===== src/rtl/rop_pkg.sv =====
// ISE opcode constants, instruction union, port structs and default parameters
package rop_pkg;

    // --------------------------------------------------------------------------
    // Instruction encodings

    localparam logic [6:0] ise_opcode   = 7'b0101011;  // Custom major opcode of the ISE

    localparam logic [2:0] f3_sb_b      = 3'b000;      // SB.B
    localparam logic [2:0] f3_r         = 3'b001;      // All R-type arithmetic
    localparam logic [2:0] f3_lb_b      = 3'b010;      // LB.B
    localparam logic [2:0] f3_lb_bk     = 3'b011;      // LB.BK

    localparam logic [6:0] f7_xor_rb    = 7'd0;
    localparam logic [6:0] f7_xor_rbk   = 7'd1;
    localparam logic [6:0] f7_and_rb    = 7'd2;
    localparam logic [6:0] f7_and_rbk   = 7'd3;
    localparam logic [6:0] f7_or_rb     = 7'd4;
    localparam logic [6:0] f7_or_rbk    = 7'd5;        // Highest valid f7 code

    // Defaults picked up by the top level parameters
    localparam logic [63:0] def_prng_seed = 64'h9e37_79b9_7f4a_7c15;
    localparam int          def_ram_words = 256;       // Depth in 32-bit words

    // --------------------------------------------------------------------------
    // Instruction word views

    // Store layout, offset split around rs2/rs1
    typedef struct packed {
        logic [6:0] imm_hi;     // Offset bits 11..5
        logic [4:0] rs2;
        logic [4:0] rs1;
        logic [2:0] f3;
        logic [4:0] imm_lo;     // Offset bits 4..0
        logic [6:0] opcode;
    } rop_s_fmt_t;

    // Load and R-type layout, f7 sits in imm[11:5]
    typedef struct packed {
        logic [11:0] imm;
        logic [4:0]  rs1;
        logic [2:0]  f3;
        logic [4:0]  rd;
        logic [6:0]  opcode;
    } rop_i_fmt_t;

    typedef union packed {
        rop_s_fmt_t s_fmt;
        rop_i_fmt_t i_fmt;
    } rop_instr_u;

    // --------------------------------------------------------------------------
    // Port bundles

    typedef struct packed {
        rop_instr_u  instr;
        logic [31:0] rs1;
        logic [31:0] rs2;
    } cop_req_t;

    typedef struct packed {
        logic [4:0]  rd;
        logic [2:0]  rd_byte;   // 1xx is whole word, 0bb selects byte bb
        logic [31:0] wdata;
        logic        wen;
    } cop_wb_t;

    typedef struct packed {
        logic        cen;
        logic        wen;
        logic [3:0]  ben;       // One-hot byte lane
        logic [31:0] addr;      // Word aligned
        logic [31:0] wdata;
    } mem_req_t;

    typedef struct packed {
        logic        stall;
        logic        error;
        logic [31:0] rdata;
    } mem_rsp_t;

    // Decoder result, at most one of the nine operation flags is set
    typedef struct packed {
        logic sb_b;
        logic lb_b;
        logic lb_bk;
        logic xor_rb;
        logic xor_rbk;
        logic and_rb;
        logic and_rbk;
        logic or_rb;
        logic or_rbk;
        logic rand_keep;        // Write back the whole padded word
        logic mem_load;         // LB.B or LB.BK
        logic arith;            // Any of the six bytewise ops
    } dec_ops_t;

endpackage


===== src/rtl/rop_ba_cop.sv =====
// Byte-masked co-processor with padded arithmetic, address generation and writeback
`timescale 1ns/1ns

module rop_ba_cop import rop_pkg::*; #(
    parameter logic [63:0] PRNG_SEED = def_prng_seed   // Passed to the LFSR
) (
    input  logic     clk,
    input  logic     rst_n,             // Async, active low
    input  logic     cop_req,           // Host request valid
    input  cop_req_t cop_in,            // Instruction and source registers
    output logic     cop_acc,           // ISE instruction offered
    output logic     cop_rsp,           // Instruction finished this cycle
    output cop_wb_t  cop_wb,            // Register writeback
    output logic     clk_req,           // Clock wanted while a request is up
    output logic     mem_ld_error,
    output logic     mem_st_error,
    output mem_req_t mem_req,           // To the data RAM
    input  mem_rsp_t mem_rsp            // From the data RAM
);

    dec_ops_t    ops;
    logic [31:0] offset;
    logic [4:0]  dec_rd;
    logic [2:0]  dec_rd_byte;

    logic [63:0] prng_out;

    logic [31:0] m_rs1;                 // Source registers masked by the request
    logic [31:0] m_rs2;
    logic [31:0] arith_lhs;
    logic [31:0] arith_rhs;
    logic [31:0] arith_out;
    logic        op_xor;
    logic        op_and;
    logic        op_or;

    logic        mem_op;
    logic        mem_done;              // Access completed or faulted
    logic [31:0] mem_sum;               // Unaligned byte address

    // --------------------------------------------------------------------------
    // Decode and random source

    rop_decode rop_decode_i (
        .cop_req (cop_req),
        .instr   (cop_in.instr),
        .ops     (ops),
        .offset  (offset),
        .rd      (dec_rd),
        .rd_byte (dec_rd_byte)
    );

    rop_prng #(
        .PRNG_SEED (PRNG_SEED)
    ) rop_prng_i (
        .clk        (clk),
        .rst_n      (rst_n),
        .rng_en     (1'b1),             // Free running so the padding changes every cycle
        .rng_random (prng_out)
    );

    // --------------------------------------------------------------------------
    // Handshake

    assign clk_req = cop_req;
    assign cop_acc = ops.sb_b || ops.mem_load || ops.arith;
    assign cop_rsp = ops.arith || mem_done;     // Arithmetic answers at once

    // --------------------------------------------------------------------------
    // Padded arithmetic

    assign m_rs1 = cop_in.rs1 & {32{cop_req}};
    assign m_rs2 = cop_in.rs2 & {32{cop_req}};

    // Only the low byte carries data and the rest is random padding
    assign arith_lhs = {prng_out[31:8],  m_rs1[7:0]};
    assign arith_rhs = {prng_out[55:32], m_rs2[7:0]};

    assign op_xor = ops.xor_rb || ops.xor_rbk;
    assign op_and = ops.and_rb || ops.and_rbk;
    assign op_or  = ops.or_rb  || ops.or_rbk;

    always_comb begin
        if (op_xor) begin
            arith_out = arith_lhs ^ arith_rhs;
        end else if (op_and) begin
            arith_out = arith_lhs & arith_rhs;
        end else if (op_or) begin
            arith_out = arith_lhs | arith_rhs;
        end else begin
            arith_out = 32'd0;
        end
    end

    // --------------------------------------------------------------------------
    // Memory access

    assign mem_op  = ops.sb_b || ops.mem_load;
    assign mem_sum = m_rs1 + offset;    // Offset is zero outside memory ops

    always_comb begin
        mem_req.cen   = mem_op;
        mem_req.wen   = ops.sb_b;
        mem_req.addr  = {32{mem_op}} & {mem_sum[31:2], 2'b00};    // Word aligned
        mem_req.ben   = {4{mem_op}} & (4'b0001 << mem_sum[1:0]);  // Lane of the byte
        mem_req.wdata = m_rs2;          // Lane k of rs2 goes to lane k
    end

    // Error ends the access in its first cycle and a clean access waits out the stall
    assign mem_done     = mem_op && (mem_rsp.error || !mem_rsp.stall);
    assign mem_ld_error = ops.mem_load && mem_rsp.error;
    assign mem_st_error = ops.sb_b && mem_rsp.error;

    // --------------------------------------------------------------------------
    // Writeback

    always_comb begin
        cop_wb.rd      = dec_rd;
        cop_wb.rd_byte = dec_rd_byte;
        cop_wb.wdata   = ops.mem_load ? mem_rsp.rdata : arith_out;
        // Only arithmetic and a clean load completion write back
        cop_wb.wen     = ops.arith || (ops.mem_load && mem_done && !mem_rsp.error);
    end

endmodule


===== src/rtl/rop_decode.sv =====
// Instruction decoder producing operation flags, memory offset and destination mapping
`timescale 1ns/1ns

module rop_decode import rop_pkg::*; (
    input  logic        cop_req,        // Request valid, gates every flag
    input  rop_instr_u  instr,          // Offered instruction word
    output dec_ops_t    ops,            // One-hot operation flags
    output logic [31:0] offset,         // Sign-extended memory offset
    output logic [4:0]  rd,             // Destination register
    output logic [2:0]  rd_byte         // Destination byte or whole word
);

    logic        in_ise;                // Valid request in the ISE opcode space
    logic        is_rtype;
    logic [6:0]  f7;
    logic [4:0]  fld_rd;                // Raw rd field
    logic [31:0] s_offset;
    logic [31:0] i_offset;

    // --------------------------------------------------------------------------
    // Operation flags

    assign in_ise   = cop_req && (instr.i_fmt.opcode == ise_opcode);
    assign is_rtype = in_ise && (instr.i_fmt.f3 == f3_r);
    assign f7       = instr.i_fmt.imm[11:5];    // Upper half of the I-type immediate

    always_comb begin
        // Store flag read through the S view, the same f3 bits either way
        ops.sb_b      = in_ise && (instr.s_fmt.f3 == f3_sb_b);
        ops.lb_b      = in_ise && (instr.i_fmt.f3 == f3_lb_b);
        ops.lb_bk     = in_ise && (instr.i_fmt.f3 == f3_lb_bk);

        ops.xor_rb    = is_rtype && (f7 == f7_xor_rb);
        ops.xor_rbk   = is_rtype && (f7 == f7_xor_rbk);
        ops.and_rb    = is_rtype && (f7 == f7_and_rb);
        ops.and_rbk   = is_rtype && (f7 == f7_and_rbk);
        ops.or_rb     = is_rtype && (f7 == f7_or_rb);
        ops.or_rbk    = is_rtype && (f7 == f7_or_rbk);   // f7 above 5 matches nothing

        // Summary flags used by the datapath
        ops.rand_keep = ops.lb_bk || ops.xor_rbk || ops.and_rbk || ops.or_rbk;
        ops.mem_load  = ops.lb_b || ops.lb_bk;
        ops.arith     = ops.xor_rb  || ops.xor_rbk ||
                        ops.and_rb  || ops.and_rbk ||
                        ops.or_rb   || ops.or_rbk;
    end

    // --------------------------------------------------------------------------
    // Memory offset

    assign s_offset = {{20{instr.s_fmt.imm_hi[6]}}, instr.s_fmt.imm_hi, instr.s_fmt.imm_lo};
    assign i_offset = {{20{instr.i_fmt.imm[11]}}, instr.i_fmt.imm};

    always_comb begin
        if (ops.sb_b) begin
            offset = s_offset;
        end else if (ops.mem_load) begin
            offset = i_offset;
        end else begin
            offset = 32'd0;             // Quiet when no memory op
        end
    end

    // --------------------------------------------------------------------------
    // Destination mapping

    assign fld_rd = instr.i_fmt.rd;

    always_comb begin
        if (ops.rand_keep) begin
            // Keep-random results land in a0..a7 as a full word
            rd      = 5'd10 + {2'b00, fld_rd[2:0]};
            rd_byte = 3'b100;
        end else begin
            rd      = fld_rd;
            rd_byte = {1'b0, fld_rd[4:3]};  // Top two rd bits pick the byte
        end
    end

endmodule


===== src/rtl/rop_prng.sv =====
// 64-bit maximal-length Galois LFSR that supplies the operand padding bits
`timescale 1ns/1ns

module rop_prng import rop_pkg::*; #(
    parameter logic [63:0] PRNG_SEED = def_prng_seed  // State after reset
) (
    input  logic        clk,
    input  logic        rst_n,          // Async, active low
    input  logic        rng_en,         // Step the LFSR this cycle
    output logic [63:0] rng_random      // Current LFSR state
);

    // Feedback polynomial x^64 + x^63 + x^61 + x^60 + 1
    localparam logic [63:0] taps = 64'hd800_0000_0000_0000;

    // An all-zero state never leaves zero, so fall back to one
    localparam logic [63:0] seed_safe = (PRNG_SEED == 64'd0) ? 64'd1 : PRNG_SEED;

    logic [63:0] lfsr_q;
    logic [63:0] lfsr_d;

    // --------------------------------------------------------------------------
    // Next state

    always_comb begin
        lfsr_d = {1'b0, lfsr_q[63:1]};      // Shift towards bit 0
        if (lfsr_q[0]) begin
            lfsr_d = lfsr_d ^ taps;         // Fold the outgoing bit back in
        end
    end

    // --------------------------------------------------------------------------
    // State register

    always_ff @(posedge clk or negedge rst_n) begin
        if (!rst_n) begin
            lfsr_q <= seed_safe;
        end else if (rng_en) begin
            lfsr_q <= lfsr_d;
        end
    end

    assign rng_random = lfsr_q;

endmodule


===== config.mk =====
export PLATFORM = sky130hd
export DESIGN_NAME = rop_ba_cop
export DESIGN_NICKNAME = d
export VERILOG_FILES = /design/src/rtl/rop_pkg.sv /design/src/rtl/rop_ba_cop.sv /design/src/rtl/rop_decode.sv /design/src/rtl/rop_prng.sv
export SDC_FILE = /design/constraint.sdc
export NUM_CORES = 1
export LEC_CHECK = 0
export BUFFER_PORTS_ARGS = -buffer_cell sky130_fd_sc_hd__buf_4
export CORE_AREA = 2 2 87 173
export DETAILED_ROUTE_END_ITERATION = 10
export DIE_AREA = 0 0 89 175
export GPL_ROUTABILITY_DRIVEN = 0
export GPL_TIMING_DRIVEN = 0
export PLACE_DENSITY = 0.74
export SYNTH_ARGS = -nofsm -noshare
export SYNTH_HDL_FRONTEND = slang
export SYNTH_SLANG_ARGS = --single-unit

===== constraint.sdc =====
create_clock -name clk -period 9.3 [get_ports clk]
set_input_delay 0.465 -clock clk [delete_from_list [all_inputs] [get_ports clk]]
set_output_delay 0.465 -clock clk [all_outputs]
set_load 0.05 [all_outputs]

==> metrics, run 1 <==
Max IR drop VDD 0.1025 mV; CTS Hold Bufs 0; Final setup viols 0; Tcrit/Tclk final 64.96%; register bit count reported by yosys 64; Setup Skew 0.004752 ns; share of layout cells above drive strength 1 31.12%; CP Data Arrival Time 5.58 ns; CP Max Fanout 10; Vias/cell 5.342; crit path launch type primary input; final-report hold violation count 0; die footprint 15,580 um2; CTS clk-pin slew, worst paths 0.06 ns; Post-synth EDFFs 0; synth warn 0; Worst Path Required 8.84 ns; vias 6,571; ant diodes 0; unique cell type count in the Yosys netlist 71; die width 89 um; CTS Buffer Depth 2; Leak 4.456 nW; PostCTS Resize Cnt 0; worst slew pin tran 1.128 ns; Starting Density 44.15%; Seq/Total Area, Yosys 26.17%; WL/cell 17.28 um; R2R depth 1; RSZ-0062 raised after global routing no; Setup CP Type in2out; largest net degree at the start of global routing 65; Max Cap Viol 0; DRT Wirelength 21,250 um; relative slew slack 24.69%; DIE HEIGHT 175 um; Area Growth Syn to Fin 36.97%; max reg flops 64; Post-DP Area 8333 um2; Post-synth ARST share 100.0%; worst skew pair latency 0.33 ns; H-tree depth 3; Total Neg Setup Slack 0 ns; post-layout net count 1,260; initial antenna violation count 0; core region area 14,270 um2; Finished Cell Area 8632 um2; reg2reg setup slack 8.46 ns; Setup Buffers After CTS 0; first-pass GRT wire length 32,480 um; fmax 165.5 MHz; max-slew violations 0; Remaining DRCs 0; CTS tree yes; minimum clock period 6.042 ns; Cells after Synth 783; CTS Buf Count 9; Clock Sinks 64; worst hold-check path type in2async; Pwr Density 90.09 nW/um2; row count 62; vias in the first global route 6,622; Avg Cell Area, Syn 8.049 um2; post-synthesis instance area 6302 um2; PortBufs 238; GRT Overall Usage 27.00%; status complete, no violations; Pre-antenna DRT Iters 5; overflow left after global routing 0; Root Buffer Master clkbuf_16; crit end category primary output; top-level I/O count 249; Initial DRC Count 195; Post-DRT Antenna Nets 0; ys flop type dfstp_2; HPWL after DPL 17,420 um
## per-layer routing
metal	track usage (%)	wire length, um
met1	28.15	7479
met3	3.637	1110
met2	50.22	11620
met5	0	0
met4	13.74	1045
## metrics by stage
| stage | total power [mW] | utilization [%] | worst slack, ns | std cells | hold WS (ns) |
|---|---|---|---|---|---|
| finish | 0.7777 | 60.48 | 3.258 | 1230 | 0.1994 |
| CTS | 0.7822 | 60.48 | 3.443 | 1230 | 0.2326 |
| global placement | 0.4450 | 58.38 | 3.552 | 1214 | 0.3347 |
| global route | 0.8068 | 60.48 | 3.068 | 1230 | 0.2685 |
| floorplan | 0.3699 | - | 3.931 | 784 | 0.1694 |
| detailed placement | 0.4465 | 58.38 | 3.468 | 1214 | 0.3381 |
## worst max-delay path, stage by stage
cell and delay (ns):
buf_4 0.11, and4bb_2 0.34, and3_2 0.18, clkbuf_2 0.20
and2_0 0.15, clkbuf_1 0.35, nor2_2 0.15, inv_1 0.19
clkbuf_1 0.47, and2_1 0.21, ha_1 0.29, a21oi_1 0.28
o211ai_1 0.16, a22oi_1 0.23, a22oi_1 0.17, o22ai_1 0.37
a21oi_1 0.13, o31ai_1 0.57, o21ai_1 0.15, mux2i_1 0.17
buf_4 0.22
## placed cells by master (no fill, tap or decap), types with 6 or more instances in the layout
cell type	netlist	layout
a31oi_1	8	8
clkbuf_16	0	9
xnor2_1	19	19
o21ai_0	55	55
or3_1	7	7
a221oi_1	32	32
o211ai_1	6	6
dfstp_2	38	38
and3_1	7	7
ha_1	93	93
a21o_1	16	16
a21oi_1	32	32
nand3_1	11	11
nand2_1	55	55
nor3_1	7	7
nor2_1	103	103
dfrtp_1	26	26
a22o_1	6	6
buf_4	5	243
clkbuf_1	29	30
and2_1	48	48
inv_1	84	84
xor2_1	17	17
## synthesized netlist by cell type (all sizes together) (2+ instances only)
| master | number | share of area (%) |
|---|---|---|
| o21ai | 57 | 4.5 |
| a22o | 6 | 0.83 |
| a31oi | 8 | 0.79 |
| a211oi | 5 | 0.60 |
| a221oi | 32 | 4.4 |
| mux2i | 3 | 0.48 |
| xnor2 | 19 | 2.6 |
| a21oi | 32 | 2.5 |
| nor3b | 3 | 0.36 |
| a31o | 5 | 0.69 |
| nand2 | 55 | 3.3 |
| dfrtp | 26 | 10 |
| a22oi | 2 | 0.24 |
| nand4 | 2 | 0.20 |
| nor4 | 4 | 0.40 |
| o21bai | 3 | 0.36 |
| dfstp | 38 | 16 |
| nand2b | 4 | 0.40 |
| or3 | 7 | 0.69 |
| buf | 9 | 1.3 |
| and3 | 8 | 0.81 |
| inv | 84 | 5.0 |
| o2111ai | 2 | 0.28 |
| and2 | 51 | 5.1 |
| nand3 | 12 | 1.2 |
| ha | 93 | 18 |
| nor2 | 106 | 6.5 |
| nor3 | 8 | 0.71 |
| a21boi | 2 | 0.30 |
| o31ai | 3 | 0.36 |
| clkbuf | 31 | 1.9 |
| o211ai | 6 | 0.71 |
| a2bb2oi | 2 | 0.38 |
| a21o | 16 | 1.9 |
| xor2 | 17 | 2.4 |
| o22ai | 2 | 0.20 |
## kinds of logic after synthesis
| family | share of synthesized area, % |
|---|---|
| AND/OR/NAND/NOR | 20.89 |
| XOR/XNOR | 5.003 |
| buffers and inverters | 8.159 |
| adder cells (fa/ha/maj) | 18.78 |
| other | 0.05950 |
| flip-flops | 26.17 |
| AO/OA/AOI/OAI | 20.29 |
| multiplexers | 0.6552 |
## report_power, final
group          total [mW]  switching [mW]  internal, mW  leakage, nW
combinational       0.164          0.0938        0.0698         3.57
sequential          0.279               0         0.279        0.755
clock               0.335           0.126         0.209        0.135
## final timing paths
check / start / to
setup / recovery: cop_in[68] / mem_req[62]
min in group clk: rop_prng_i.rng_random[7]$_DFF_PN0_ / rop_prng_i.rng_random[6]$_DFF_PN0_
hold reg to reg: rop_prng_i.rng_random[7]$_DFF_PN0_ / rop_prng_i.rng_random[6]$_DFF_PN0_
setup reg to reg: rop_prng_i.rng_random[0]$_DFF_PN1_ / rop_prng_i.rng_random[62]$_DFF_PN0_
max in group asynchronous: rst_n / rop_prng_i.rng_random[42]$_DFF_PN0_
hold / removal: rst_n / rop_prng_i.rng_random[23]$_DFF_PN0_
## final cells by class
type	instances	area, um2
plain buffers	40	198.9
repair buffers	238	1787
flip-flops and latches	64	1649
well taps	192	240.2
clock buffers	10	229.0
inverters	84	315.3
multi-input cells	596	4143
clock inverters	6	70.07
fillers	1339	5642
(Power assumes the default switching activity.)
==> run 2: changes to the inputs <==
PLACE_DENSITY = 0.77   (was 0.74)
clock period = 4.9 ns   (was 9.3 ns; I/O delays follow)
==> run 2 against run 1 <==
Effect of this change:
- the run now ends with negative hold slack left
- clock power increased by 120%
- global-route usage increased by 0.13 points
- clock skew hardly changed
- critical path depth decreased by 2
- sequential cell count did not move
- sequential share of layout area down 0.31 points
- non-clock buffer count up 3
- first-iteration DRC count is 1.5% lower
- combinational power is 90% higher
- wire length increased by 0.37%
- count of clock-buffer cells in the layout stayed put
- via count increased by 0.50%
- critical endpoint is now mem_req[59]
- largest power group unchanged
==> metrics, run 2 (synthesis gave the netlist of run 1 again) <==
CP Max Fanout 7; max-slew violations 0; Core Util, Final 61.48%; DIE HEIGHT 175 um; worst slack, placed -0.5234 ns; Tcrit/Tclk final 96.05%; CTS Buffer Depth 2; Max IR drop VDD 0.2366 mV; setup ws final 0.1937 ns; Met2 Routed Length 11,650 um; Finished Cell Area 8776 um2; Finished Layout Cells 1,233; row count 62; Fill cells 1,333; DRT Wirelength 21,330 um; ant diodes 0; share of layout cells above drive strength 1 32.56%; WHS -0.02360 ns; Critical Path, Cell by Cell buf_4, and4bb_2, and3_2, clkbuf_2, and2_2, nor2_4, clkinvlp_4, and2_1, ha_1, nand3_1, o32ai_2, a211o_1, a31o_2, a31o_2, nand4_1, and2_4, or3_1, a21oi_1, buf_4; minimum clock period 4.706 ns; WL/cell 17.30 um; Post-DRT Antenna Nets 0; initial antenna violation count 0; core region area 14,270 um2; CP Data Arrival Time 4.46 ns; worst hold-check path type in2async; crit path launch type primary input; CTS Buf Count 9; CP Depth 19; R2R depth 1; Pre-antenna DRT Iters 4; CTS tree yes; fmax 212.5 MHz; slowest CP cell ha_1; max reg flops 64; Worst Path Required 4.66 ns; vias 6,604; Setup Skew 0.004871 ns; Root Buffer Master clkbuf_16; crit-path max cell delay 0.40 ns; Starting Density 44.15%; DP Cell Count 1,214; commonest non-fill, non-tap cell in the layout buf_4; PortBufs 238; most frequent cells in the layout buf_4, nor2_1, ha_1; overflow left after global routing 0; worst skew pair latency 0.33 ns; die width 89 um; CTS clk-pin slew, worst paths 0.06 ns; Total Neg Setup Slack 0 ns; Remaining DRCs 0; Pwr Density 181.2 nW/um2; crit-path leading delay family simple AND/OR/NAND/NOR gates; CTS Hold Bufs 0; failing checks negative hold slack; post-layout net count 1,263; largest net degree at the start of global routing 65; first-pass GRT wire length 32,690 um; Final setup viols 0; H-tree depth 3; GRT Overall Usage 27.13%; Max Cap Viol 0; vias in the first global route 6,694; worst slew pin tran 1.198 ns; Setup CP Type in2out; Vias/cell 5.356; Top Metal Used met4; reg2reg setup slack 4.04 ns; relative slew slack 20.05%; WL met3 1115 um; die footprint 15,580 um2; Clock Sinks 64; crit end category primary output; power after layout 1.590 mW; final-report hold violation count 4; top-level I/O count 249; Area Growth Syn to Fin 39.25%; status finished with violations; Leak 4.529 nW; Post-DP Area 8339 um2; HPWL after DPL 17,200 um; WL met1 7589 um; worst path buffer plus inverter count 4; Initial DRC Count 192
[run 2: area by class of cell]
type,count,area (um2),area share [%]
repair buffers,243,1824,20.79
clock inverters,6,115.1,1.312
clock buffers,10,239.0,2.723
inverters,84,319.1,3.636
multi-input cells,596,4195,47.80
well taps,192,240.2,2.737
plain buffers,38,193.9,2.210
flip-flops and latches,64,1649,18.79
[run 2: repair_timing]
item                       4_1_cts  5_1_grt
setup endpoints to repair       13       10
pin swaps                        0        1
buffers inserted                 2        3
gates cloned                     0        0
gates resized for setup          4       10
[run 2: power breakdown]
part | switching (mW) | internal [mW]
combinational | 0.179 | 0.133
clock | 0.236 | 0.513
sequential | 0 | 0.530
total | 0.415 | 1.18
[run 2: routing by layer]
layer  GRT usage, %  up-vias
li1               -     3186
met4          13.62        0
met5              0        -
met2          49.91      260
met3          3.684       67
met1          28.87     3091
[run 2: worst paths after layout]
path | from | endpoint
hold / removal | rst_n | rop_prng_i.rng_random[47]$_DFF_PN0_
setup reg to reg | rop_prng_i.rng_random[0]$_DFF_PN1_ | rop_prng_i.rng_random[59]$_DFF_PN1_
hold reg to reg | rop_prng_i.rng_random[6]$_DFF_PN0_ | rop_prng_i.rng_random[5]$_DFF_PN0_
max in group asynchronous | rst_n | rop_prng_i.rng_random[38]$_DFF_PN0_
min in group clk | rop_prng_i.rng_random[6]$_DFF_PN0_ | rop_prng_i.rng_random[5]$_DFF_PN0_
setup / recovery | cop_in[67] | mem_req[59]
==> run 3: changes to the inputs <==
CORE_AREA = 2 2 98 195   (was 2 2 87 173)
DIE_AREA = 0 0 100 197   (was 0 0 89 175)
PLACE_DENSITY = 0.73   (was 0.77)
SYNTH_HIERARCHICAL = 1   (was not set)
==> run 3 against run 2 <==
Effect of this change:
- the run still ends with negative hold slack left
- sequential power increased by 51%
- largest cell class unchanged
- first-iteration DRC count is 1.6% lower
- final cell count grew 18%
- die area grew 26%
==> metrics, run 3 <==
relative slew slack 44.31%; worst hold-check path type in2async; PostCTS Resize Cnt 2; Tcrit/Tclk final 95.65%; Leak 5.124 nW; R2R depth 2; Initial DRC Count 189; overflow left after global routing 0; max-slew violations 0; Worst Path Required 4.66 ns; vias in the first global route 7,821; Reg power frac 34.5%; die width 100 um; post-layout net count 1,448; H-tree depth 3; reg2reg setup slack 3.98 ns; DRT Wirelength 24,950 um; Sw Pwr 0.6955 mW; CP Data Arrival Time 4.44 ns; Post-DRT Antenna Nets 0; CTS clk-pin slew, worst paths 0.05 ns; Setup CP Type in2out; part of the power in the clock network 29.4%; share of layout cells above drive strength 1 37.62%; CP Max Fanout 10; largest net degree at the start of global routing 65; Final setup viols 0; Max Cap Viol 0; die footprint 19,700 um2; area of the multi-input gates 5268 um2; Avg Cell Area, Syn 8.066 um2; synth warn 6; worst slack, placed -0.2560 ns; Max IR drop VDD 0.2330 mV; Setup Skew 0.004353 ns; PortBufs 238; WL/cell 17.08 um; worst slew pin tran 0.8353 ns; setup ws final 0.2130 ns; vias 7,774; RSZ-0062 raised after global routing no; power after layout 2.326 mW; Remaining DRCs 0; crit end category primary output; worst skew pair latency 0.32 ns; CTS Buf Count 9; Reg2Reg Launch Point rop_prng_i/rng_random[0]$_DFFE_PN1P_; Total Neg Setup Slack 0 ns; final-report hold violation count 1; DIE HEIGHT 197 um; row count 70; crit path launch type primary input; failing checks negative hold slack; WHS -0.006325 ns; most frequent cells in the layout buf_4, nand2_1, ha_1; Core Util, Final 56.87%; Pre-antenna DRT Iters 4; Fill cells 1,705; Starting Density 43.65%; initial antenna violation count 1; first-pass GRT wire length 38,830 um; post-synthesis instance area 7953 um2; Cells after Synth 986; Gate power share 36.2%; core region area 18,220 um2; CTS Buffer Depth 2; top-level I/O count 249; CTS Hold Bufs 0; Pwr Density 224.5 nW/um2; status finished with violations; minimum clock period 4.687 ns; RR Endpoint rop_prng_i/rng_random[62]$_DFFE_PN0P_; Register Area 1649 um2; Vias/cell 5.321; Root Buffer Master clkbuf_16; internal power 1.630 mW; CTS tree yes; Clock Sinks 64; Setup Buffers After CTS 0; max reg flops 64; fmax 213.4 MHz; GRT Overall Usage 24.87%; Switching Fraction 29.90%; HPWL after DPL 20,630 um; Area Growth Syn to Fin 30.27%; commonest non-fill, non-tap cell in the layout buf_4
## run 3: power by group through the flow
stage	combinational [mW]	clock, mW	sequential, mW
floorplan	0.623	0	0.766
global placement	0.801	0	0.802
detailed placement	0.835	0	0.802
CTS	0.841	0.693	0.802
global route	0.931	0.714	0.816
finish	0.841	0.683	0.802
## run 3: final cells by class
| class | instances | share of cell area, % |
|---|---|---|
| diodes | 1 | 0.02415 |
| plain buffers | 134 | 8.104 |
| clock buffers | 13 | 2.415 |
| clock inverters | 3 | 0.6280 |
| inverters | 61 | 2.210 |
| multi-input cells | 731 | 50.85 |
| flip-flops and latches | 64 | 15.92 |
| well taps | 216 | 2.609 |
| repair buffers | 238 | 17.25 |
## run 3: worst max path at each step
stage,depth (start not counted),slack (ns),end,from
6_report,15,0.21,mem_req[55],cop_req
5_1_grt,16,0.05,mem_req[50],cop_req
4_1_cts,17,0.04,mem_req[59],cop_req
3_5_place_dp,17,-0.26,mem_req[59],cop_req
3_3_place_gp,17,-0.22,mem_req[59],cop_req
2_1_floorplan,14,0.11,mem_req[61],cop_in[78]
## run 3: metal layers
metal,vias to the layer above,track usage (%),wire length [um]
met5,-,0,0
met4,0,11.92,1006
met3,60,2.695,967
met2,224,50.35,14340
met1,3651,23.91,8634
li1,3839,-,-
## run 3: critical path, cell delays in order
cell	delay, ns
buf_4	0.14
buf_4	0.18
clkbuf_1	0.41
clkbuf_2	0.41
and2_1	0.28
ha_1	0.24
o21a_1	0.19
nor3_1	0.09
o41ai_1	0.60
a21oi_1	0.20
o21ai_0	0.43
a31oi_1	0.28
o21ai_0	0.30
mux2i_1	0.22
buf_4	0.22
## run 3: per-stage QoR
stage,area (um2),std cells
after detailed placement,10020,1444
after floorplan,7968,990
after CTS,10340,1460
after global placement,10020,1444
after global routing,10360,1461
final,10360,1461
